$ cat src/include/rv32i_mem_cfg.svh
`ifndef RV32I_MEM_CFG_SVH
`define RV32I_MEM_CFG_SVH

// Data and address width of the integer pipeline.
`define RV32I_XLEN 32

// log2 of the data RAM depth in 32-bit words.
`define RV32I_DMEM_AW 8

`endif
$ cat src/rv32i_types_pkg.sv
`default_nettype none

`include "rv32i_mem_cfg.svh"

package rv32i_types_pkg;

    typedef logic [`RV32I_XLEN-1:0] rv32i_word;
    typedef logic [4:0]             rv32i_reg;
    typedef logic [6:0]             rv32i_opcode;
    typedef logic [2:0]             rv32i_funct3;
    typedef logic [3:0]             rv32i_ben;

    localparam rv32i_opcode op_br    = 7'b1100011;
    localparam rv32i_opcode op_load  = 7'b0000011;
    localparam rv32i_opcode op_store = 7'b0100011;
    localparam rv32i_opcode op_jal   = 7'b1101111;
    localparam rv32i_opcode op_jalr  = 7'b1100111;
    localparam rv32i_opcode op_imm   = 7'b0010011;
    localparam rv32i_opcode op_reg   = 7'b0110011;

    // Stores share the low three codes with the loads.
    localparam rv32i_funct3 f3_byte   = 3'b000;
    localparam rv32i_funct3 f3_half   = 3'b001;
    localparam rv32i_funct3 f3_word   = 3'b010;
    localparam rv32i_funct3 f3_byte_u = 3'b100;
    localparam rv32i_funct3 f3_half_u = 3'b101;

    typedef struct packed {
        rv32i_opcode opcode;
        rv32i_funct3 funct3;
        logic        load_regfile;
        logic        mem_read;
        logic        mem_write;
        rv32i_ben    mem_byte_en;  // unshifted mask, lane 0 based.
        logic        marmux_sel;   // 1 picks alu_out as address.
    } rv32i_ctrl_t;

    typedef struct packed {
        rv32i_word   pc;
        rv32i_word   pc_plus4;
        rv32i_word   alu_out;
        rv32i_word   rs2_out;
        logic        br_en;
        rv32i_reg    rd;
        rv32i_ctrl_t ctrl;
    } ex_result_t;

    typedef struct packed {
        logic [`RV32I_XLEN-1:2] word_addr;
        rv32i_word              wdata;  // already placed in its byte lanes.
        rv32i_ben               byte_en;
        logic                   we;
        logic                   re;
    } mem_req_t;

    typedef struct packed {
        rv32i_reg    rd;
        logic        load_regfile;
        logic        mem_read;
        logic        is_jump;
        rv32i_funct3 funct3;
        logic [1:0]  byte_off;
        rv32i_word   alu_out;
        rv32i_word   pc_plus4;
    } wb_info_t;

endpackage

`default_nettype wire

$ cat src/mem_stage.sv
`timescale 1ns/1ps
`default_nettype none

`include "rv32i_mem_cfg.svh"

module mem_stage (
    input  logic                         mem_valid_i,
    input  rv32i_types_pkg::ex_result_t  mem_result_i,
    output rv32i_types_pkg::mem_req_t    mem_req_o,
    output rv32i_types_pkg::wb_info_t    wb_next_o,
    output logic                         pc_redirect_o,
    output rv32i_types_pkg::rv32i_word   pc_target_o
);
    import rv32i_types_pkg::*;

    rv32i_word  addr;
    logic [1:0] byte_off;
    logic       is_branch;
    logic       is_jump;

    always_comb begin
        if (mem_result_i.ctrl.marmux_sel) begin
            addr = mem_result_i.alu_out;
        end else begin
            addr = mem_result_i.pc;
        end
    end

    assign byte_off = addr[1:0];

    assign is_branch = (mem_result_i.ctrl.opcode == op_br);
    assign is_jump   = (mem_result_i.ctrl.opcode == op_jal) ||
                       (mem_result_i.ctrl.opcode == op_jalr);

    always_comb begin
        mem_req_o.word_addr = addr[`RV32I_XLEN-1:2];
        mem_req_o.byte_en   = mem_result_i.ctrl.mem_byte_en << byte_off;
        mem_req_o.wdata     = mem_result_i.rs2_out << {byte_off, 3'b000};  // lane align.
        mem_req_o.we        = mem_valid_i & mem_result_i.ctrl.mem_write;
        mem_req_o.re        = mem_valid_i & mem_result_i.ctrl.mem_read;
    end

    // Taken branches only; jumps are resolved earlier in the pipeline.
    assign pc_redirect_o = mem_valid_i & is_branch & mem_result_i.br_en;
    assign pc_target_o   = mem_result_i.alu_out;

    always_comb begin
        wb_next_o.rd           = mem_result_i.rd;
        wb_next_o.load_regfile = mem_valid_i & mem_result_i.ctrl.load_regfile;
        wb_next_o.mem_read     = mem_result_i.ctrl.mem_read;
        wb_next_o.is_jump      = is_jump;
        wb_next_o.funct3       = mem_result_i.ctrl.funct3;
        wb_next_o.byte_off     = byte_off;  // needed again to pull the load out of the word.
        wb_next_o.alu_out      = mem_result_i.alu_out;
        wb_next_o.pc_plus4     = mem_result_i.pc_plus4;
    end

endmodule

`default_nettype wire

$ cat config.mk
export PLATFORM = sky130hd
export DESIGN_NAME = mem_stage
export DESIGN_NICKNAME = d
export VERILOG_FILES = /design/src/rv32i_types_pkg.sv /design/src/mem_stage.sv
export VERILOG_INCLUDE_DIRS = /design/src /design/src/include
export SDC_FILE = /design/constraint.sdc
export NUM_CORES = 1
export LEC_CHECK = 0
export BUFFER_PORTS_ARGS = -buffer_cell sky130_fd_sc_hd__buf_2
export CAP_MARGIN = 20
export CELL_PAD_IN_SITES_DETAIL_PLACEMENT = 0
export CELL_PAD_IN_SITES_GLOBAL_PLACEMENT = 2
export CORE_AREA = 2 2 128 130
export DETAILED_ROUTE_END_ITERATION = 8
export DIE_AREA = 0 0 130 132
export PLACE_DENSITY_LB_ADDON = 0.12
export SETUP_SLACK_MARGIN = 0.05
export SLEW_MARGIN = 15
export SYNTH_ARGS = -nofsm -noshare
export SYNTH_HDL_FRONTEND = slang
export SYNTH_SLANG_ARGS = --single-unit
$ cat constraint.sdc
create_clock -name vclk -period 2.65
set_input_delay 0.53 -clock vclk [all_inputs]
set_output_delay 0.53 -clock vclk [all_outputs]
set_load 0.02 [all_outputs]
After elaboration in Yosys (flattened, before gate mapping) --
Index checks and enable logic that the tools add are counted. Widths: inputs -> output; s select.
Cells by class: equal/unequal tests 3, shifts and indexed selects 2, muxes and demuxes 1, bitwise operators 5, reductions and logical operators 1
Operators with widths (number):
- $mux 32 | 1
- $shl 32x5->32 | 1
- $eq 7x7->1 const B | 3
- $and 1x1->1 | 5
- $shl 4x2->4 | 1
- $logic_or 1x1->1 | 1
Word-level totals: register bits after elaboration 0, input port bits 153, output and inout port bits 178, logic and storage cells 12

Depth between registers and ports, before layout --
depth in word-level cells 3, mapped depth 6, depth with buffers taken out 3

Worst setup path before layout --
Ideal clock, no wire load.
path kind input to output, start point in mem_result_i[0] in the netlist's numbering, end point out mem_req_o[30] in the netlist's numbering, arrival 1.654 ns, required time 2.120 ns, path slack 0.466 ns, stages on the path 5, buffers on the path 3, path through buf_6 mux2_2 buf_6 buf_2 mux2i_1
RTL lines:
- start: declaration | RTL line mem_stage.sv:8 | input rv32i_types_pkg::ex_result_t mem_result_i,
- end: declaration | RTL line mem_stage.sv:9 | output rv32i_types_pkg::mem_req_t mem_req_o,

==> flow_summary.toml <==
[outcome]
status = "complete, no violations"

[grt]
grt_use_total = 0.0745
grt_pass1_wl_mm = 10.2
grt.met3_usage = 0.0122
busiest_layer = "met2"
grt_max_degree = 31
gr-total-overflow = 0
gr-usage-met2 = 0.167
grt_pass1_vias = 1859
met1_usage = 0.0676
antenna_found_initial = 0

[critical_path]
start_kind = "primary input"
critPathMaxFanout = 21
crit_type = "primary input to primary output"
critPathCaptureType = "primary output"
cp.arrival_ps = 1830
cp.required_ps = 2120

[floorplanning]
row_count = 46
die_width_um = 130
die_h_um = 132
ioPinCount = 331
core_mm2 = 0.0157
start_util = 0.118
fp.dieArea_mm2 = 0.0172

[drt]
firstDrtPassIters = 3
vias = 1979
ant_nets = 0
routed_via_density = 3.39
routed_wl_mm = 7.48
drc_errors = 0
drtIter0Drc = 25
wl_per_cell_um = 12.8

[layout]
final_common_cell = "buf_2"
fin_util = 0.163
antenna_cells = 0
layout_common_cells = "buf_2 (251), mux2i_1 (36), mux2_2 (31)"
nFlopsAndLatches = 0
design_area_mm2 = 0.00256
syn2layout_area_growth_pct = 38.3
seq_area_um2 = 0
layout.nets = 522
nClkBuffers = 0
drive_gt1_frac = 0.790

[timing]
fin_crit_sh = 0.891
setup_ws_ps = 289
slew_viol_final = 0
setup_viol = 0
period_needed_ps = 2360
setup_tns_ps = 0
worst_pin_slew_ps = 393
max_slew_margin = 0.738
fmax_ghz = 0.423
hold_viol_final = 0
rsz0062_at_grt = "false"

[yosys]
synthCells = 226
synthAdderAreaFrac = 0
syn_area_per_cell_um2 = 8.20
yosysUniqueCellTypes = 18
synth.area.mux_share = 0.388
synth_seq_area_share = 0
synth.cell_area_mm2 = 0.00185
ys.warnings.count = 0
synth_compound_area_frac = 0.0452
syn-num-nets = 379
synth-simple-area-share = 0.0810
synth_top_family_by_area = "buffers and inverters"
synthXorXnorAreaFrac = 0

[pwr]
switchingPower_mw = 0.368
comb_power_share = 1.000
p_seq_frac = 0
p_leak_nw = 1.48
ir_drop_mv = 0.0735
clkPwrFrac = 0
p_per_area_mw_per_mm2 = 241
p_sw_frac = 0.594
internal-power_mw = 0.251

[clock_network]
cts_hold_buf = 0
ctsResizeCount = 0
post_cts_buffers = 0

[placed_design]
finalWeightedCongestion = 0.682
io_buffers = 251
place_area_mm2 = 0.00256
post-dp-hpwl_mm = 6.78
pre_cts_slack_ps = 263

[hold_path]
hp-class = "primary input to primary output"
holdPathStages = 0

[run]
drv_cap = 0
stage by stage:
step / power, mW / hold WS [ps] / instances
after floorplan: 0.523 / 1150 / 226
after global placement: 0.642 / 1060 / 583
after detailed placement: 0.632 / 1060 / 583
after CTS: 0.634 / 1060 / 583
after global routing: 0.669 / 1060 / 583
final: 0.619 / 1060 / 583
critical path, cell delays in order:
cell	delay [ps]
buf_2	140
mux2_2	390
buf_4	330
mux2i_1	240
buf_2	190
power groups by stage:
stage               combinational, mW  sequential, mW  clock, mW
finish                          0.619               0          0
global route                    0.669               0          0
CTS                             0.634               0          0
detailed placement              0.632               0          0
global placement                0.642               0          0
floorplan                       0.523               0          0
path summary, 6_finish.rpt:
path	from	to	slack (ps)
min	mem_result_i[105]	wb_next_o[17]	1060
max	mem_result_i[0]	mem_req_o[35]	290
routing by layer:
| layer | wire, um | vias to the layer above |
|---|---|---|
| li1 | - | 944 |
| met1 | 2400 | 882 |
| met2 | 4300 | 135 |
| met3 | 701 | 18 |
| met4 | 73 | 0 |
| met5 | 0 | - |
cell usage after synthesis (all sizes together):
master,n,area share
mux2i,37,0.20
mux2,31,0.19
nor2b,10,0.034
nor2,11,0.022
and2,4,0.013
o2bb2ai,9,0.043
nor3,1,0.0027
clkbuf,1,0.0020
nor4,1,0.0034
nand2,1,0.0020
buf,116,0.48
nand4,1,0.0034
inv,2,0.0041
a21oi,1,0.0027
layout make-up:
cell class                 count  area, um2
fill                        1866      13100
inverter                       2       7.51
multi-input combinational    107        966
tap                          216        270
timing repair buffer         258       1320
logic make-up (layout without fill, tap and decap cells):
logic type,Yosys count,in the layout
buf+inv,119,260
mux,68,68
simple gates,29,29
compound gates,10,10
(Power assumes the default switching activity.)
