[src/include/rv32i_mem_cfg.svh]
`ifndef RV32I_MEM_CFG_SVH
`define RV32I_MEM_CFG_SVH

// Data and address width of the integer pipeline.
`define RV32I_XLEN 32

// log2 of the data RAM depth in 32-bit words.
`define RV32I_DMEM_AW 8

`endif
[src/rv32i_types_pkg.sv]
`default_nettype none

`include "rv32i_mem_cfg.svh"

package rv32i_types_pkg;

    typedef logic [`RV32I_XLEN-1:0] rv32i_word;
    typedef logic [4:0]             rv32i_reg;
    typedef logic [6:0]             rv32i_opcode;
    typedef logic [2:0]             rv32i_funct3;
    typedef logic [3:0]             rv32i_ben;

    localparam rv32i_opcode op_br    = 7'b1100011;
    localparam rv32i_opcode op_load  = 7'b0000011;
    localparam rv32i_opcode op_store = 7'b0100011;
    localparam rv32i_opcode op_jal   = 7'b1101111;
    localparam rv32i_opcode op_jalr  = 7'b1100111;
    localparam rv32i_opcode op_imm   = 7'b0010011;
    localparam rv32i_opcode op_reg   = 7'b0110011;

    // Stores share the low three codes with the loads.
    localparam rv32i_funct3 f3_byte   = 3'b000;
    localparam rv32i_funct3 f3_half   = 3'b001;
    localparam rv32i_funct3 f3_word   = 3'b010;
    localparam rv32i_funct3 f3_byte_u = 3'b100;
    localparam rv32i_funct3 f3_half_u = 3'b101;

    typedef struct packed {
        rv32i_opcode opcode;
        rv32i_funct3 funct3;
        logic        load_regfile;
        logic        mem_read;
        logic        mem_write;
        rv32i_ben    mem_byte_en;  // unshifted mask, lane 0 based.
        logic        marmux_sel;   // 1 picks alu_out as address.
    } rv32i_ctrl_t;

    typedef struct packed {
        rv32i_word   pc;
        rv32i_word   pc_plus4;
        rv32i_word   alu_out;
        rv32i_word   rs2_out;
        logic        br_en;
        rv32i_reg    rd;
        rv32i_ctrl_t ctrl;
    } ex_result_t;

    typedef struct packed {
        logic [`RV32I_XLEN-1:2] word_addr;
        rv32i_word              wdata;  // already placed in its byte lanes.
        rv32i_ben               byte_en;
        logic                   we;
        logic                   re;
    } mem_req_t;

    typedef struct packed {
        rv32i_reg    rd;
        logic        load_regfile;
        logic        mem_read;
        logic        is_jump;
        rv32i_funct3 funct3;
        logic [1:0]  byte_off;
        rv32i_word   alu_out;
        rv32i_word   pc_plus4;
    } wb_info_t;

endpackage

`default_nettype wire

[src/mem_wb_align.sv]
`timescale 1ns/1ps
`default_nettype none

module mem_wb_align (
    input  logic                        clk_i,
    input  logic                        arst_n_i,
    input  logic                        mem_valid_i,
    input  rv32i_types_pkg::wb_info_t   wb_next_i,
    input  rv32i_types_pkg::rv32i_word  rdata_i,
    output logic                        wb_valid_o,
    output logic                        wb_we_o,
    output rv32i_types_pkg::rv32i_reg   wb_rd_o,
    output rv32i_types_pkg::rv32i_word  wb_data_o
);
    import rv32i_types_pkg::*;

    logic      valid_q;
    wb_info_t  wb_q;
    rv32i_word shifted;
    rv32i_word load_val;

    always_ff @(posedge clk_i or negedge arst_n_i) begin
        if (!arst_n_i) begin
            valid_q <= 1'b0;
        end else begin
            valid_q <= mem_valid_i;
        end
    end

    always_ff @(posedge clk_i) begin
        wb_q <= wb_next_i;  // lines up with the registered RAM read.
    end

    // Bring the addressed byte or halfword down to lane 0.
    assign shifted = rdata_i >> {wb_q.byte_off, 3'b000};

    always_comb begin
        case (wb_q.funct3)
            f3_byte: begin
                load_val = {{24{shifted[7]}}, shifted[7:0]};
            end
            f3_half: begin
                load_val = {{16{shifted[15]}}, shifted[15:0]};
            end
            f3_byte_u: begin
                load_val = {24'd0, shifted[7:0]};
            end
            f3_half_u: begin
                load_val = {16'd0, shifted[15:0]};
            end
            f3_word: begin
                load_val = shifted;
            end
            default: begin
                load_val = shifted;
            end
        endcase
    end

    always_comb begin
        if (wb_q.mem_read) begin
            wb_data_o = load_val;
        end else if (wb_q.is_jump) begin
            wb_data_o = wb_q.pc_plus4;  // link value for jal and jalr.
        end else begin
            wb_data_o = wb_q.alu_out;
        end
    end

    assign wb_valid_o = valid_q;
    assign wb_rd_o    = wb_q.rd;
    assign wb_we_o    = valid_q & wb_q.load_regfile & (wb_q.rd != 5'd0);  // x0 stays zero.

endmodule

`default_nettype wire

[config.mk]
export PLATFORM = sky130hd
export DESIGN_NAME = mem_wb_align
export DESIGN_NICKNAME = d
export VERILOG_FILES = /design/src/rv32i_types_pkg.sv /design/src/mem_wb_align.sv
export VERILOG_INCLUDE_DIRS = /design/src /design/src/include
export SDC_FILE = /design/constraint.sdc
export NUM_CORES = 1
export LEC_CHECK = 0
export BUFFER_PORTS_ARGS = -buffer_cell sky130_fd_sc_hd__buf_4
export CORE_ASPECT_RATIO = 2
export CORE_MARGIN = 4
export CORE_UTILIZATION = 40
export CTS_CLUSTER_DIAMETER = 60
export DETAILED_ROUTE_END_ITERATION = 16
export PLACE_DENSITY = 0.78
export SLEW_MARGIN = 20
export SYNTH_ARGS = -nofsm -noshare
export SYNTH_HDL_FRONTEND = slang
export SYNTH_SLANG_ARGS = --single-unit
[constraint.sdc]
create_clock -name clk_i -period 2.2 [get_ports clk_i]
set_input_delay 0 -clock clk_i [delete_from_list [all_inputs] [get_ports clk_i]]
set_output_delay 0 -clock clk_i [all_outputs]
set_load 0.05 [all_outputs]
# [Word-level counts from Yosys, hierarchy flattened]
# Index checks and enable logic that the tools add are counted.
[word_totals] ram_bits=0 input_bits=112 register_bits=78 latchBits=0 mem_bits_ro=0 wordCells=20 n_memories=0
[op_classes] n_div=0 bitwise=2 shift=1 reduce_logical=2 muxes=3 mul=0 eq_ne=3 add_sub_neg=0 magnitude_cmp=0
[op_table] cell="$pmux W32 S4" count=1
[op_table] cell="$mux W32" count=2
[op_table] cell="$shr A32 B5 Y32" count=1
[op_table] cell="$eq A3 B3 Y1 const B" count=2
[op_table] cell="$reduce_bool A5 Y1" count=1
[op_table] cell="$eq A3 B1 Y1 const B" count=1
[op_table] cell="$logic_not A3 Y1" count=1
[op_table] cell="$and A1 B1 Y1" count=2

# [Longest topological paths before layout]
# Gate-level depths: netlist of run 1.
[logic_depth] word_depth=3 depth_mapped=6 ltp_nobuf=4

# [Worst setup path after synthesis of run 1]
# No wires, ideal clock.
[synth_path] path_type="reg2out" startpoint="register wb_q[65] in the netlist's numbering" endpoint="output port wb_data_o[16]" stages_incl_launch_ff=6 t_arrival_ps=2171 path_buffers=1 required_time_ps=2200 path_slack_ps=29 cell_sequence="dfxtp_1 > buf_6 > nand2b_4 > a311o_1 > o31ai_4 > a2bb2oi_1"
[synth_between] elab_chain_cells=3
[synth_lines] item="from (decl)" line="mem_wb_align.sv:18" source="wb_info_t wb_q;"
[synth_lines] item="from (signal assigned)" line="mem_wb_align.sv:31" source="wb_q <= wb_next_i;"
[synth_lines] item="$shr A32 B5 Y32" line="mem_wb_align.sv:35" source="assign shifted = rdata_i >> {wb_q.byte_off, 3'b000};"
[synth_lines] item="$pmux W32 S4" line="mem_wb_align.sv:38" source="case (wb_q.funct3)"
[synth_lines] item="$mux W32" line="mem_wb_align.sv:61" source="if (wb_q.mem_read) begin"
[synth_lines] item="to (decl)" line="mem_wb_align.sv:13" source="output rv32i_types_pkg::rv32i_word wb_data_o"
# Every way passes these cells.

# [Worst setup path after layout of run 1]
[layout_path] startpoint="register wb_q[65] in the netlist's numbering" endpoint="output port wb_data_o[21]"
# Same word-level chain as after synthesis.

==> results of run 1 <==
-- worst max-delay path by stage --
| stage | to |
|---|---|
| CTS | wb_data_o[21] |
| detailed placement | wb_data_o[29] |
| finish | wb_data_o[21] |
| global route | wb_data_o[16] |
| global placement | wb_data_o[29] |
| floorplan | wb_data_o[16] |
-- flip-flops by register name, summed over array words and instances, names as in the netlist --
signal	cells
wb_q	72
wb_rd_o	5
wb_valid_o	1
-- power groups by stage --
stage / logic (uW) / registers (uW) / clock network (uW)
after CTS: 939 / 1520 / 1430
after global placement: 785 / 1550 / 0
after floorplan: 487 / 1540 / 0
after detailed placement: 795 / 1550 / 0
final: 955 / 1530 / 1420
after global routing: 1000 / 1530 / 1520
-- logic make-up (layout without fill, tap and decap cells) --
logic type | Yosys count | after routing
DFF | 78 | 78
muxes | 56 | 56
and+or+nand+nor | 54 | 54
AOI/OAI and AO/OA | 47 | 47
buffers and inverters | 24 | 259
other | 0 | 1
-- worst max-delay path, cell delays in order (launching register included) --
cell,delay (ns)
sky130_fd_sc_hd__dfxtp_2,0.38
sky130_fd_sc_hd__mux4_2,0.57
sky130_fd_sc_hd__nor2_2,0.21
sky130_fd_sc_hd__o31ai_4,0.11
sky130_fd_sc_hd__buf_12,0.15
sky130_fd_sc_hd__a2bb2oi_1,0.15
sky130_fd_sc_hd__buf_4,0.21
-- routing by layer --
layer | up-vias | global-route usage
met1 | 1327 | 0.244
met4 | 0 | 0.186
met3 | 45 | 0.0859
li1 | 1374 | -
met5 | - | 0
met2 | 143 | 0.460
-- cells in the final DEF, fill, tap and decap left out, types with 2 or more instances in the layout --
| cell | n |
|---|---|
| sky130_fd_sc_hd__a21oi_1 | 2 |
| sky130_fd_sc_hd__a22oi_1 | 7 |
| sky130_fd_sc_hd__a22oi_2 | 8 |
| sky130_fd_sc_hd__a2bb2oi_1 | 7 |
| sky130_fd_sc_hd__a31o_2 | 7 |
| sky130_fd_sc_hd__buf_4 | 149 |
| sky130_fd_sc_hd__buf_6 | 11 |
| sky130_fd_sc_hd__clkbuf_16 | 9 |
| sky130_fd_sc_hd__clkinvlp_4 | 2 |
| sky130_fd_sc_hd__dfxtp_1 | 75 |
| sky130_fd_sc_hd__dfxtp_2 | 2 |
| sky130_fd_sc_hd__dlygate4sd3_1 | 80 |
| sky130_fd_sc_hd__inv_1 | 2 |
| sky130_fd_sc_hd__inv_6 | 2 |
| sky130_fd_sc_hd__inv_8 | 2 |
| sky130_fd_sc_hd__mux2i_1 | 54 |
| sky130_fd_sc_hd__nand2_1 | 30 |
| sky130_fd_sc_hd__nor2_1 | 17 |
| sky130_fd_sc_hd__o21ai_0 | 2 |
| sky130_fd_sc_hd__o2bb2ai_1 | 7 |
-- per-stage QoR --
stage	setup slack [ns]	utilization	std cells	area [sq um]	power [uW]
4_1_cts	0.0127	0.735	586	5300	3890
6_report	0.0768	0.738	587	5330	3900
3_3_place_gp	0.111	0.573	487	4130	2330
5_1_grt	0.0330	0.738	587	5330	4060
2_1_floorplan	0.0285	-	259	2950	2030
3_5_place_dp	0.00659	0.573	487	4130	2350
-- cell usage after synthesis, types with 2 or more instances --
master	number
sky130_fd_sc_hd__a21oi_1	2
sky130_fd_sc_hd__a2bb2oi_1	8
sky130_fd_sc_hd__o21ai_0	2
sky130_fd_sc_hd__a22oi_2	8
sky130_fd_sc_hd__inv_1	2
sky130_fd_sc_hd__nor2_1	17
sky130_fd_sc_hd__a31o_2	7
sky130_fd_sc_hd__a22oi_1	7
sky130_fd_sc_hd__dfxtp_1	77
sky130_fd_sc_hd__buf_6	2
sky130_fd_sc_hd__mux2i_1	54
sky130_fd_sc_hd__buf_2	4
sky130_fd_sc_hd__o2bb2ai_1	7
sky130_fd_sc_hd__nand2_1	30
sky130_fd_sc_hd__clkbuf_1	11
sky130_fd_sc_hd__buf_4	5
-- timing repair --
action / CTS / global route
hold buffers: 80 / 0
setup buffers: 3 / 0
pin swaps: 2 / 1
resized for setup: 13 / 5
hold endpoints to repair: 79 / 0
endpoints found under the setup margin: 24 / 24
-- layout make-up --
class	instances	area [sq um]	area share
Sequential cell	78	1570	0.295
Tap cell	92	115	0.0216
Clock buffer	9	225	0.0423
Multi-Input combinational cell	157	1280	0.240
Antenna cell	1	2.50	0.000470
Timing Repair Buffer	241	2060	0.387
Inverter	2	7.51	0.00141
Clock inverter	7	63.8	0.0120
==> metrics.txt, run 1 <==
# TYPE chip_impl_metric gauge
chip_impl_metric{name="area_delta_synth_final",unit="%"} 80.6
chip_impl_metric{name="port_buffers",unit=""} 150
chip_impl_info{name="outcome",value="finished, final reports clean"} 1
chip_impl_info{name="post-synth-top-area-cell",value="sky130_fd_sc_hd__dfxtp_1"} 1
chip_impl_metric{name="design.portCount",unit=""} 151
chip_impl_metric{name="synth.ff_latch_count",unit=""} 78
chip_impl_metric{name="floorplan.rows",unit=""} 44
chip_impl_metric{name="detailed_place_hpwl",unit="mm"} 7.26
chip_impl_info{name="cts_tree",value="yes"} 1
chip_impl_metric{name="worst_setup_hold_path_clk_slew",unit="ns"} 0.07
chip_impl_metric{name="synth_compound_area_frac",unit=""} 0.151
chip_impl_metric{name="clock_path_buffers",unit=""} 2
chip_impl_info{name="main_combinational_cell_family_by_area_after_synthesis",value="multiplexers"} 1
chip_impl_metric{name="slew_viol_final",unit=""} 0
chip_impl_metric{name="arrival",unit="ns"} 2.12
chip_impl_metric{name="p_switching",unit="uW"} 1170
chip_impl_info{name="postSynth.topFlopCell",value="sky130_fd_sc_hd__dfxtp_1"} 1
chip_impl_metric{name="first_global_vias",unit=""} 3354
chip_impl_info{name="endpoint_kind",value="output port"} 1
chip_impl_metric{name="final_hold_viol_count",unit=""} 0
chip_impl_metric{name="yosysTopAreaCellShare",unit=""} 0.523
chip_impl_metric{name="core_region_area",unit="sq um"} 7210
chip_impl_metric{name="synth_cell_types",unit=""} 32
chip_impl_metric{name="initial_standard_cell_utilization_of_the_core",unit=""} 0.409
chip_impl_metric{name="slew_headroom",unit=""} 0.749
chip_impl_metric{name="nets",unit=""} 601
chip_impl_metric{name="worst_pin_slew",unit="ns"} 0.377
chip_impl_metric{name="via_count",unit=""} 2889
chip_impl_metric{name="worst_ir_drop_vdd",unit="uV"} 683
chip_impl_metric{name="hold-path-cell-count",unit=""} 2
chip_impl_metric{name="initial_antenna_violation_count",unit=""} 1
chip_impl_metric{name="power.static_leakage",unit="uW"} 0.00252
chip_impl_metric{name="internal_power",unit="uW"} 2730
chip_impl_metric{name="wire_length_of_the_first_global_routing_pass",unit="mm"} 16.7
chip_impl_metric{name="yosys_warnings",unit=""} 0
chip_impl_metric{name="htree_levels",unit=""} 3
chip_impl_info{name="timing_worst_setup_path_type",value="register to output port"} 1
chip_impl_metric{name="finalSetupTns",unit="ns"} 0
chip_impl_metric{name="synth_fa_ha_area_frac",unit=""} 0
chip_impl_metric{name="power.switching_fraction",unit=""} 0.300
chip_impl_metric{name="synth-simple-area-share",unit=""} 0.0793
chip_impl_metric{name="wire_per_inst",unit="um"} 18.9
chip_impl_metric{name="first_iter_violations",unit=""} 112
chip_impl_metric{name="comb_power_share",unit=""} 0.245
chip_impl_metric{name="detail-route-antenna-nets",unit=""} 0
chip_impl_metric{name="post_route_met1_wirelength",unit="mm"} 3.57
chip_impl_metric{name="remaining_overflow_grt",unit=""} 0
chip_impl_metric{name="met3WireLength",unit="um"} 814
chip_impl_metric{name="power.density",unit="nW/um^2"} 732
chip_impl_metric{name="synthMuxAreaShare",unit=""} 0.195
chip_impl_metric{name="crit_required",unit="ns"} 2.20
chip_impl_metric{name="drt_drc_violations_left",unit=""} 0
chip_impl_metric{name="synth.cell_area",unit="sq um"} 2950
chip_impl_metric{name="finalSetupViolCount",unit=""} 0
chip_impl_metric{name="syn-num-nets",unit=""} 371
chip_impl_metric{name="gp_congestion",unit=""} 0.912
chip_impl_metric{name="sequentialPowerShare",unit=""} 0.391
chip_impl_metric{name="avgSynthCellArea",unit="sq um"} 11.4
chip_impl_metric{name="met2WireLength",unit="mm"} 6.15
chip_impl_metric{name="post_synthesis_share_of_cell_area_spent_on_xor_and_xnor_gates",unit=""} 0
chip_impl_info{name="hold_path.class",value="input port to register"} 1
chip_impl_metric{name="layout_worst_path_cycle_share",unit=""} 0.965
chip_impl_metric{name="drt-pass1-iter-count",unit=""} 4
chip_impl_metric{name="grt_use_total",unit=""} 0.263
chip_impl_info{name="critical_path.startpoint_type",value="register"} 1
chip_impl_metric{name="clockPowerShare",unit=""} 0.364
chip_impl_metric{name="pin_count_of_the_biggest_net_entering_global_routing",unit=""} 27
chip_impl_info{name="hp-start",value="wb_next_i[76]"} 1
chip_impl_metric{name="floorplan.die_area",unit="sq um"} 8890
chip_impl_metric{name="number_of_enable_flip_flop_cells_after_synthesis",unit=""} 0
chip_impl_info{name="cp-startpoint",value="wb_q[65]"} 1
chip_impl_metric{name="nFillCells",unit=""} 464
chip_impl_metric{name="post_synth_inst_count",unit=""} 259
chip_impl_metric{name="drive_gt1_frac",unit=""} 0.419
chip_impl_metric{name="viasPerCell",unit=""} 4.92
chip_impl_metric{name="fp.dieW",unit="um"} 68.7
chip_impl_metric{name="clock.fmax",unit="MHz"} 471
chip_impl_metric{name="clock_sink_count",unit=""} 78
chip_impl_metric{name="crit_fanout",unit=""} 8
chip_impl_metric{name="die_height",unit="um"} 129
chip_impl_metric{name="route.final.wire_length",unit="mm"} 11.1
chip_impl_info{name="root_buffer",value="sky130_fd_sc_hd__clkbuf_16"} 1
chip_impl_metric{name="synth_seq_area_share",unit=""} 0.531
chip_impl_metric{name="layout_min_cycle_time",unit="ns"} 2.12
chip_impl_metric{name="async_flop_share",unit=""} 0.0128
chip_impl_info{name="top_signal_layer_used",value="met4"} 1
chip_impl_info{name="unrepaired_setup_endpoints_after_global_routing",value="no"} 1
chip_impl_info{name="synthTopCellsByArea",value="sky130_fd_sc_hd__dfxtp_1 (52%), sky130_fd_sc_hd__mux2i_1 (18%), sky130_fd_sc_hd__nand2_1 (3.8%)"} 1
chip_impl_metric{name="max-cap-violations",unit=""} 0
chip_impl_info{name="worstHoldEndpoint",value="wb_rd_o[4]"} 1
chip_impl_metric{name="whs",unit="ns"} 0.295
chip_impl_metric{name="cts_inserted_buffers",unit=""} 9
No activity file was read; power rests on OpenSTA's default activity.
==> run 2, diff against run 1 <==
SETUP_SLACK_MARGIN = 0.3   (was default)
==> run 2 against run 1 <==
The run now ends with negative setup slack left. Clock-buffer cell count is 1 higher. First-iteration DRC count up 12%. Flip-flop and latch count did not move. Critical path depth unchanged. Final cell count is 1.2% higher. Non-clock buffer count grew 5. Via count grew 4.7%. Sequential share of layout area fell by 1.3 points.
==> metrics.txt, run 2 (synthesis results as in run 1) <==
# TYPE chip_impl_metric gauge
chip_impl_metric{name="layout_min_cycle_time",unit="ns"} 2.20
chip_impl_info{name="critical_path.startpoint_type",value="register"} 1
chip_impl_metric{name="timing.critical_path.slowest_cell_delay",unit="ns"} 0.45
chip_impl_metric{name="clock_path_buffers",unit=""} 2
chip_impl_metric{name="max-cap-violations",unit=""} 0
chip_impl_metric{name="worst_ir_drop_vdd",unit="uV"} 619
chip_impl_metric{name="design.portCount",unit=""} 151
chip_impl_metric{name="core_region_area",unit="sq um"} 7210
chip_impl_info{name="violations_in_the_final_reports",value="negative setup slack"} 1
chip_impl_info{name="top_signal_layer_used",value="met4"} 1
chip_impl_metric{name="power.density",unit="nW/um^2"} 736
chip_impl_metric{name="drt_drc_violations_left",unit=""} 0
chip_impl_metric{name="slew_headroom",unit=""} 0.710
chip_impl_metric{name="final_util",unit=""} 0.772
chip_impl_metric{name="met3WireLength",unit="um"} 716
chip_impl_metric{name="met2WireLength",unit="mm"} 6.90
chip_impl_metric{name="area_delta_synth_final",unit="%"} 88.8
chip_impl_metric{name="viasPerCell",unit=""} 5.09
chip_impl_metric{name="critical_path_buffer_and_inverter_count",unit=""} 2
chip_impl_metric{name="crit_fanout",unit=""} 5
chip_impl_info{name="timing.critical_path.cells",value="buf_6 -> nand2b_4 -> a311o_2 -> o31a_4 -> a22oi_2 -> buf_6"} 1
chip_impl_metric{name="initial_standard_cell_utilization_of_the_core",unit=""} 0.409
chip_impl_metric{name="wire_length_of_the_first_global_routing_pass",unit="mm"} 16.9
chip_impl_metric{name="final_hold_viol_count",unit=""} 0
chip_impl_metric{name="preCtsSetupSlack",unit="ns"} -0.00183
chip_impl_metric{name="wire_per_inst",unit="um"} 20.8
chip_impl_info{name="worst_path_max_delay_cell",value="sky130_fd_sc_hd__a311o_2"} 1
chip_impl_metric{name="port_buffers",unit=""} 150
chip_impl_metric{name="route.final.wire_length",unit="mm"} 12.4
chip_impl_metric{name="grt_use_total",unit=""} 0.267
chip_impl_metric{name="clock.fmax",unit="MHz"} 454
chip_impl_metric{name="fp.dieW",unit="um"} 68.7
chip_impl_info{name="outcome",value="finished with violations"} 1
chip_impl_metric{name="crit_required",unit="ns"} 2.20
chip_impl_metric{name="detail-route-antenna-nets",unit=""} 0
chip_impl_metric{name="first_global_vias",unit=""} 3330
chip_impl_info{name="endpoint_kind",value="output port"} 1
chip_impl_info{name="unrepaired_setup_endpoints_after_global_routing",value="yes"} 1
chip_impl_info{name="crit_path_max_delay_family",value="compound AO/OA/AOI/OAI gates"} 1
chip_impl_metric{name="slew_viol_final",unit=""} 0
chip_impl_info{name="layout_common_cells",value="sky130_fd_sc_hd__buf_4 (144), sky130_fd_sc_hd__dlygate4sd3_1 (80), sky130_fd_sc_hd__dfxtp_1 (75)"} 1
chip_impl_metric{name="via_count",unit=""} 3026
chip_impl_metric{name="clock_sink_count",unit=""} 78
chip_impl_metric{name="largest_register_ff_count",unit=""} 72
chip_impl_metric{name="placed_cells_incl_taps",unit=""} 488
chip_impl_metric{name="die_height",unit="um"} 129
chip_impl_info{name="cts_tree",value="yes"} 1
chip_impl_metric{name="first_iter_violations",unit=""} 125
chip_impl_metric{name="hold-path-cell-count",unit=""} 2
chip_impl_metric{name="cts_inserted_buffers",unit=""} 9
chip_impl_info{name="cp-startpoint",value="wb_q[65]"} 1
chip_impl_metric{name="initial_antenna_violation_count",unit=""} 0
chip_impl_metric{name="arrival",unit="ns"} 2.20
chip_impl_metric{name="gp_congestion",unit=""} 0.921
chip_impl_info{name="timing.critical_path.mode_cell",value="sky130_fd_sc_hd__buf_6"} 1
chip_impl_metric{name="layout_worst_path_cycle_share",unit=""} 1.00
chip_impl_metric{name="worst_setup_hold_path_clk_slew",unit="ns"} 0.07
chip_impl_metric{name="htree_levels",unit=""} 3
chip_impl_info{name="root_buffer",value="sky130_fd_sc_hd__clkbuf_16"} 1
chip_impl_metric{name="remaining_overflow_grt",unit=""} 0
chip_impl_metric{name="nets",unit=""} 607
chip_impl_info{name="hold_path.class",value="input port to register"} 1
chip_impl_metric{name="power.static_leakage",unit="uW"} 0.00259
chip_impl_metric{name="postLayoutCellArea",unit="sq um"} 5570
chip_impl_metric{name="placed_cell_area",unit="sq um"} 4170
chip_impl_info{name="layout.cells.most_common",value="sky130_fd_sc_hd__buf_4"} 1
chip_impl_info{name="setup.worst_path.end",value="wb_data_o[31]"} 1
chip_impl_metric{name="finalSetupViolCount",unit=""} 2
chip_impl_metric{name="floorplan.rows",unit=""} 44
chip_impl_metric{name="postLayoutSetupSlackWorst",unit="ns"} -0.00280
chip_impl_metric{name="floorplan.die_area",unit="sq um"} 8890
chip_impl_metric{name="drive_gt1_frac",unit=""} 0.464
chip_impl_metric{name="post_route_met1_wirelength",unit="mm"} 3.98
chip_impl_info{name="timing_worst_setup_path_type",value="register to output port"} 1
chip_impl_info{name="largest-register",value="wb_q"} 1
chip_impl_metric{name="number_of_gates_on_the_worst_path_with_buffers_counted",unit=""} 6
chip_impl_metric{name="nFillCells",unit=""} 427
chip_impl_metric{name="report.power.total",unit="uW"} 4100
chip_impl_metric{name="pin_count_of_the_biggest_net_entering_global_routing",unit=""} 25
chip_impl_metric{name="detailed_place_hpwl",unit="mm"} 7.43
chip_impl_metric{name="worst_pin_slew",unit="ns"} 0.433
chip_impl_metric{name="fin_cells",unit=""} 594
chip_impl_metric{name="drt-pass1-iter-count",unit=""} 4
[run 2: worst min path at each step]
stage,start,endpoint,slack (ns)
6_report,wb_next_i[51],wb_q[51],0.30
5_1_grt,wb_next_i[51],wb_q[51],0.30
4_1_cts,wb_next_i[29],wb_q[29],0.30
3_5_place_dp,arst_n_i,wb_valid_o,-0.22
3_3_place_gp,arst_n_i,wb_valid_o,-0.22
2_1_floorplan,arst_n_i,wb_valid_o,-0.30
[run 2: repair_timing]
action | 4_1_cts | 5_1_grt
hold endpoints to repair | 79 | 0
cloned | 1 | 0
hold buffers | 80 | 0
resized for setup | 21 | 23
pin swaps | 9 | 8
setup buffers | 7 | 0
setup endpoints to repair | 24 | 28
[run 2: final cells by class]
class	count	area (sq um)	area share
timing repair buffer	246	2150	0.386
sequential	78	1570	0.282
multi-input combinational	158	1410	0.254
clock buffer	10	239	0.0429
tap	92	115	0.0207
clock inverter	6	68.8	0.0124
inverter	2	7.51	0.00135
antenna	2	5.00	0.000899
[run 2: routing by layer]
metal | vias to the layer above | GRT usage
met3 | 55 | 0.0711
met1 | 1424 | 0.253
met4 | 0 | 0.183
li1 | 1393 | -
met2 | 154 | 0.473
met5 | - | 0
[run 2: stage by stage]
step                      setup TNS (ns)  hold slack (ns)
after global placement                 0           -0.225
after floorplan                        0           -0.296
after global routing              -0.201            0.302
final                           -0.00364            0.300
after detailed placement        -0.00198           -0.224
after CTS                              0            0.301
[run 2: power by group]
group | total (uW) | internal, uW | switching [uW]
Combinational | 1040 | 493 | 548
Sequential | 1530 | 1490 | 36.8
Clock | 1530 | 917 | 612
Total | 4100 | 2900 | 1200
==> run 3, diff against run 2 <==
CELL_PAD_IN_SITES_DETAIL_PLACEMENT = 2   (was default)
CELL_PAD_IN_SITES_GLOBAL_PLACEMENT = 2   (was default)
CORE_UTILIZATION = 26   (was 40)
PLACE_DENSITY = 0.84   (was 0.78)
==> run 3 against run 2 <==
The run now ends clean. Core utilization is 25 points lower. Sequential power hardly changed. Highest routed layer unchanged. Cell area is 3.6% higher. Largest cell class unchanged. Maximum frequency is 2.6% higher.
==> metrics.txt, run 3 (synthesis results as in run 1) <==
# TYPE chip_impl_metric gauge
chip_impl_metric{name="detail-route-antenna-nets",unit=""} 0
chip_impl_metric{name="gr-usage-met3",unit=""} 0.0440
chip_impl_metric{name="worst_pin_slew",unit="ns"} 0.441
chip_impl_metric{name="arrival",unit="ns"} 2.15
chip_impl_metric{name="wire_per_inst",unit="um"} 23.7
chip_impl_metric{name="timing.critical_path.slowest_cell_delay",unit="ns"} 0.37
chip_impl_info{name="critical_path.startpoint_type",value="register"} 1
chip_impl_info{name="largest-register",value="wb_q"} 1
chip_impl_metric{name="p_switching",unit="uW"} 1270
chip_impl_metric{name="finalSetupViolCount",unit=""} 0
chip_impl_metric{name="remaining_overflow_grt",unit=""} 0
chip_impl_metric{name="fp.dieW",unit="um"} 83.3
chip_impl_metric{name="clock_sink_count",unit=""} 78
chip_impl_info{name="timing_worst_setup_path_type",value="register to output port"} 1
chip_impl_metric{name="area_delta_synth_final",unit="%"} 95.5
chip_impl_metric{name="comb_power_share",unit=""} 0.271
chip_impl_metric{name="nets",unit=""} 611
chip_impl_metric{name="slew_viol_final",unit=""} 0
chip_impl_metric{name="sequentialPowerShare",unit=""} 0.378
chip_impl_metric{name="final_util",unit=""} 0.524
chip_impl_metric{name="layout_worst_path_cycle_share",unit=""} 0.976
chip_impl_metric{name="slew_headroom",unit=""} 0.706
chip_impl_info{name="layout_common_cells",value="sky130_fd_sc_hd__buf_4 (133), sky130_fd_sc_hd__dlygate4sd3_1 (80), sky130_fd_sc_hd__dfxtp_1 (74)"} 1
chip_impl_metric{name="power.density",unit="nW/um^2"} 706
chip_impl_metric{name="port_buffers",unit=""} 150
chip_impl_metric{name="placed_cells_incl_taps",unit=""} 538
chip_impl_metric{name="power.switching_fraction",unit=""} 0.313
chip_impl_metric{name="critical_path_buffer_and_inverter_count",unit=""} 2
chip_impl_metric{name="clockPowerShare",unit=""} 0.352
chip_impl_metric{name="grt_use_total",unit=""} 0.231
chip_impl_metric{name="final_hold_viol_count",unit=""} 0
chip_impl_info{name="cts_tree",value="yes"} 1
chip_impl_info{name="outcome",value="finished, final reports clean"} 1
chip_impl_metric{name="gp_congestion",unit=""} 0.808
chip_impl_metric{name="drt-pass1-iter-count",unit=""} 4
chip_impl_metric{name="core_region_area",unit="sq um"} 11000
chip_impl_info{name="unrepaired_setup_endpoints_after_global_routing",value="yes"} 1
chip_impl_metric{name="clock_path_buffers",unit=""} 2
chip_impl_metric{name="worst_ir_drop_vdd",unit="uV"} 448
chip_impl_metric{name="pin_count_of_the_biggest_net_entering_global_routing",unit=""} 25
chip_impl_metric{name="drive_gt1_frac",unit=""} 0.478
chip_impl_metric{name="finalSetupTns",unit="ns"} 0
chip_impl_metric{name="viasPerCell",unit=""} 4.68
chip_impl_info{name="crit_path_max_delay_family",value="compound AO/OA/AOI/OAI gates"} 1
chip_impl_info{name="hold_path.class",value="input port to register"} 1
chip_impl_metric{name="grtUsageMet1",unit=""} 0.220
chip_impl_metric{name="floorplan.die_area",unit="sq um"} 13200
chip_impl_metric{name="via_count",unit=""} 3014
chip_impl_metric{name="internal_power",unit="uW"} 2790
chip_impl_metric{name="detailed_place_hpwl",unit="mm"} 9.27
chip_impl_metric{name="preCtsSetupSlack",unit="ns"} 0.00174
chip_impl_metric{name="drt_drc_violations_left",unit=""} 0
chip_impl_metric{name="route.final.wire_length",unit="mm"} 15.3
chip_impl_metric{name="design.portCount",unit=""} 151
chip_impl_metric{name="first_iter_violations",unit=""} 103
chip_impl_info{name="endpoint_kind",value="output port"} 1
chip_impl_info{name="grt.busiest_layer",value="met2"} 1
chip_impl_metric{name="die_height",unit="um"} 159
chip_impl_metric{name="clock.fmax",unit="MHz"} 466
chip_impl_metric{name="worst_setup_hold_path_clk_slew",unit="ns"} 0.07
chip_impl_metric{name="antenna_cells",unit=""} 0
chip_impl_info{name="timing.critical_path.cells",value="buf_12 -> nand2b_4 -> a311o_1 -> o31a_4 -> a22oi_2 -> buf_6"} 1
chip_impl_metric{name="initial_antenna_violation_count",unit=""} 0
chip_impl_metric{name="layout_min_cycle_time",unit="ns"} 2.15
chip_impl_metric{name="first_global_vias",unit=""} 3642
chip_impl_metric{name="largest_register_ff_count",unit=""} 72
chip_impl_info{name="worst_path_max_delay_cell",value="sky130_fd_sc_hd__dfxtp_4"} 1
chip_impl_metric{name="wire_length_of_the_first_global_routing_pass",unit="mm"} 22.4
chip_impl_metric{name="fin_cells",unit=""} 644
chip_impl_metric{name="crit_required",unit="ns"} 2.20
chip_impl_metric{name="initial_standard_cell_utilization_of_the_core",unit=""} 0.268
chip_impl_info{name="root_buffer",value="sky130_fd_sc_hd__clkbuf_16"} 1
chip_impl_metric{name="crit_fanout",unit=""} 5
chip_impl_metric{name="groute.layer.met2.usage",unit=""} 0.469
chip_impl_metric{name="cts_inserted_buffers",unit=""} 9
chip_impl_info{name="layout.cells.most_common",value="sky130_fd_sc_hd__buf_4"} 1
chip_impl_metric{name="htree_levels",unit=""} 3
chip_impl_info{name="hp-start",value="wb_next_i[55]"} 1
chip_impl_metric{name="hold-path-cell-count",unit=""} 2
chip_impl_metric{name="power.static_leakage",unit="uW"} 0.00263
chip_impl_metric{name="whs",unit="ns"} 0.296
chip_impl_metric{name="floorplan.rows",unit=""} 54
chip_impl_info{name="worstHoldEndpoint",value="wb_q[55]"} 1
chip_impl_metric{name="postLayoutSetupSlackWorst",unit="ns"} 0.0526
chip_impl_metric{name="max-cap-violations",unit=""} 0
run 3: area by class of cell:
cell class	count	area, sq um
clock buffers	9	225
clock inverters	7	57.6
fillers	1044	5250
inverters	2	7.51
multi-input cells	158	1460
flip-flops and latches	78	1580
well taps	140	175
repair buffers	250	2270
run 3: how the worst max path moves through the flow:
stage / startpoint / endpoint / cells after the start
finish: wb_q[65] / wb_data_o[29] / 6
CTS: wb_q[65] / wb_data_o[29] / 6
global route: wb_q[65] / wb_data_o[29] / 6
global placement: wb_q[65] / wb_data_o[29] / 5
detailed placement: wb_q[65] / wb_data_o[29] / 5
floorplan: wb_q[65] / wb_data_o[16] / 5
run 3: what timing repair did:
item / in CTS / in global routing
buffers inserted: 6 / 3
endpoints found under the hold margin: 79 / 0
setup endpoints to repair: 24 / 30
gates resized for setup: 53 / 24
gates cloned: 1 / 0
hold buffers: 80 / 0
pin swaps: 9 / 8
run 3: layer usage:
metal	vias up	part of all wire
li1	1398	-
met1	1490	0.32
met2	100	0.62
met3	26	0.028
met4	0	0.039
met5	-	0
run 3: power by group through the flow:
stage	Sequential [uW]	Combinational, uW	Clock (uW)
4_1_cts	1530	1040	1430
2_1_floorplan	1540	498	0
6_report	1540	1100	1430
3_5_place_dp	1560	830	0
3_3_place_gp	1550	812	0
5_1_grt	1540	1160	1530
run 3: per-stage QoR:
| step | total power [uW] | cell area (sq um) |
|---|---|---|
| floorplan | 2040 | 2980 |
| global placement | 2360 | 4250 |
| detailed placement | 2390 | 4250 |
| CTS | 4000 | 5640 |
| global route | 4230 | 5770 |
| finish | 4070 | 5770 |
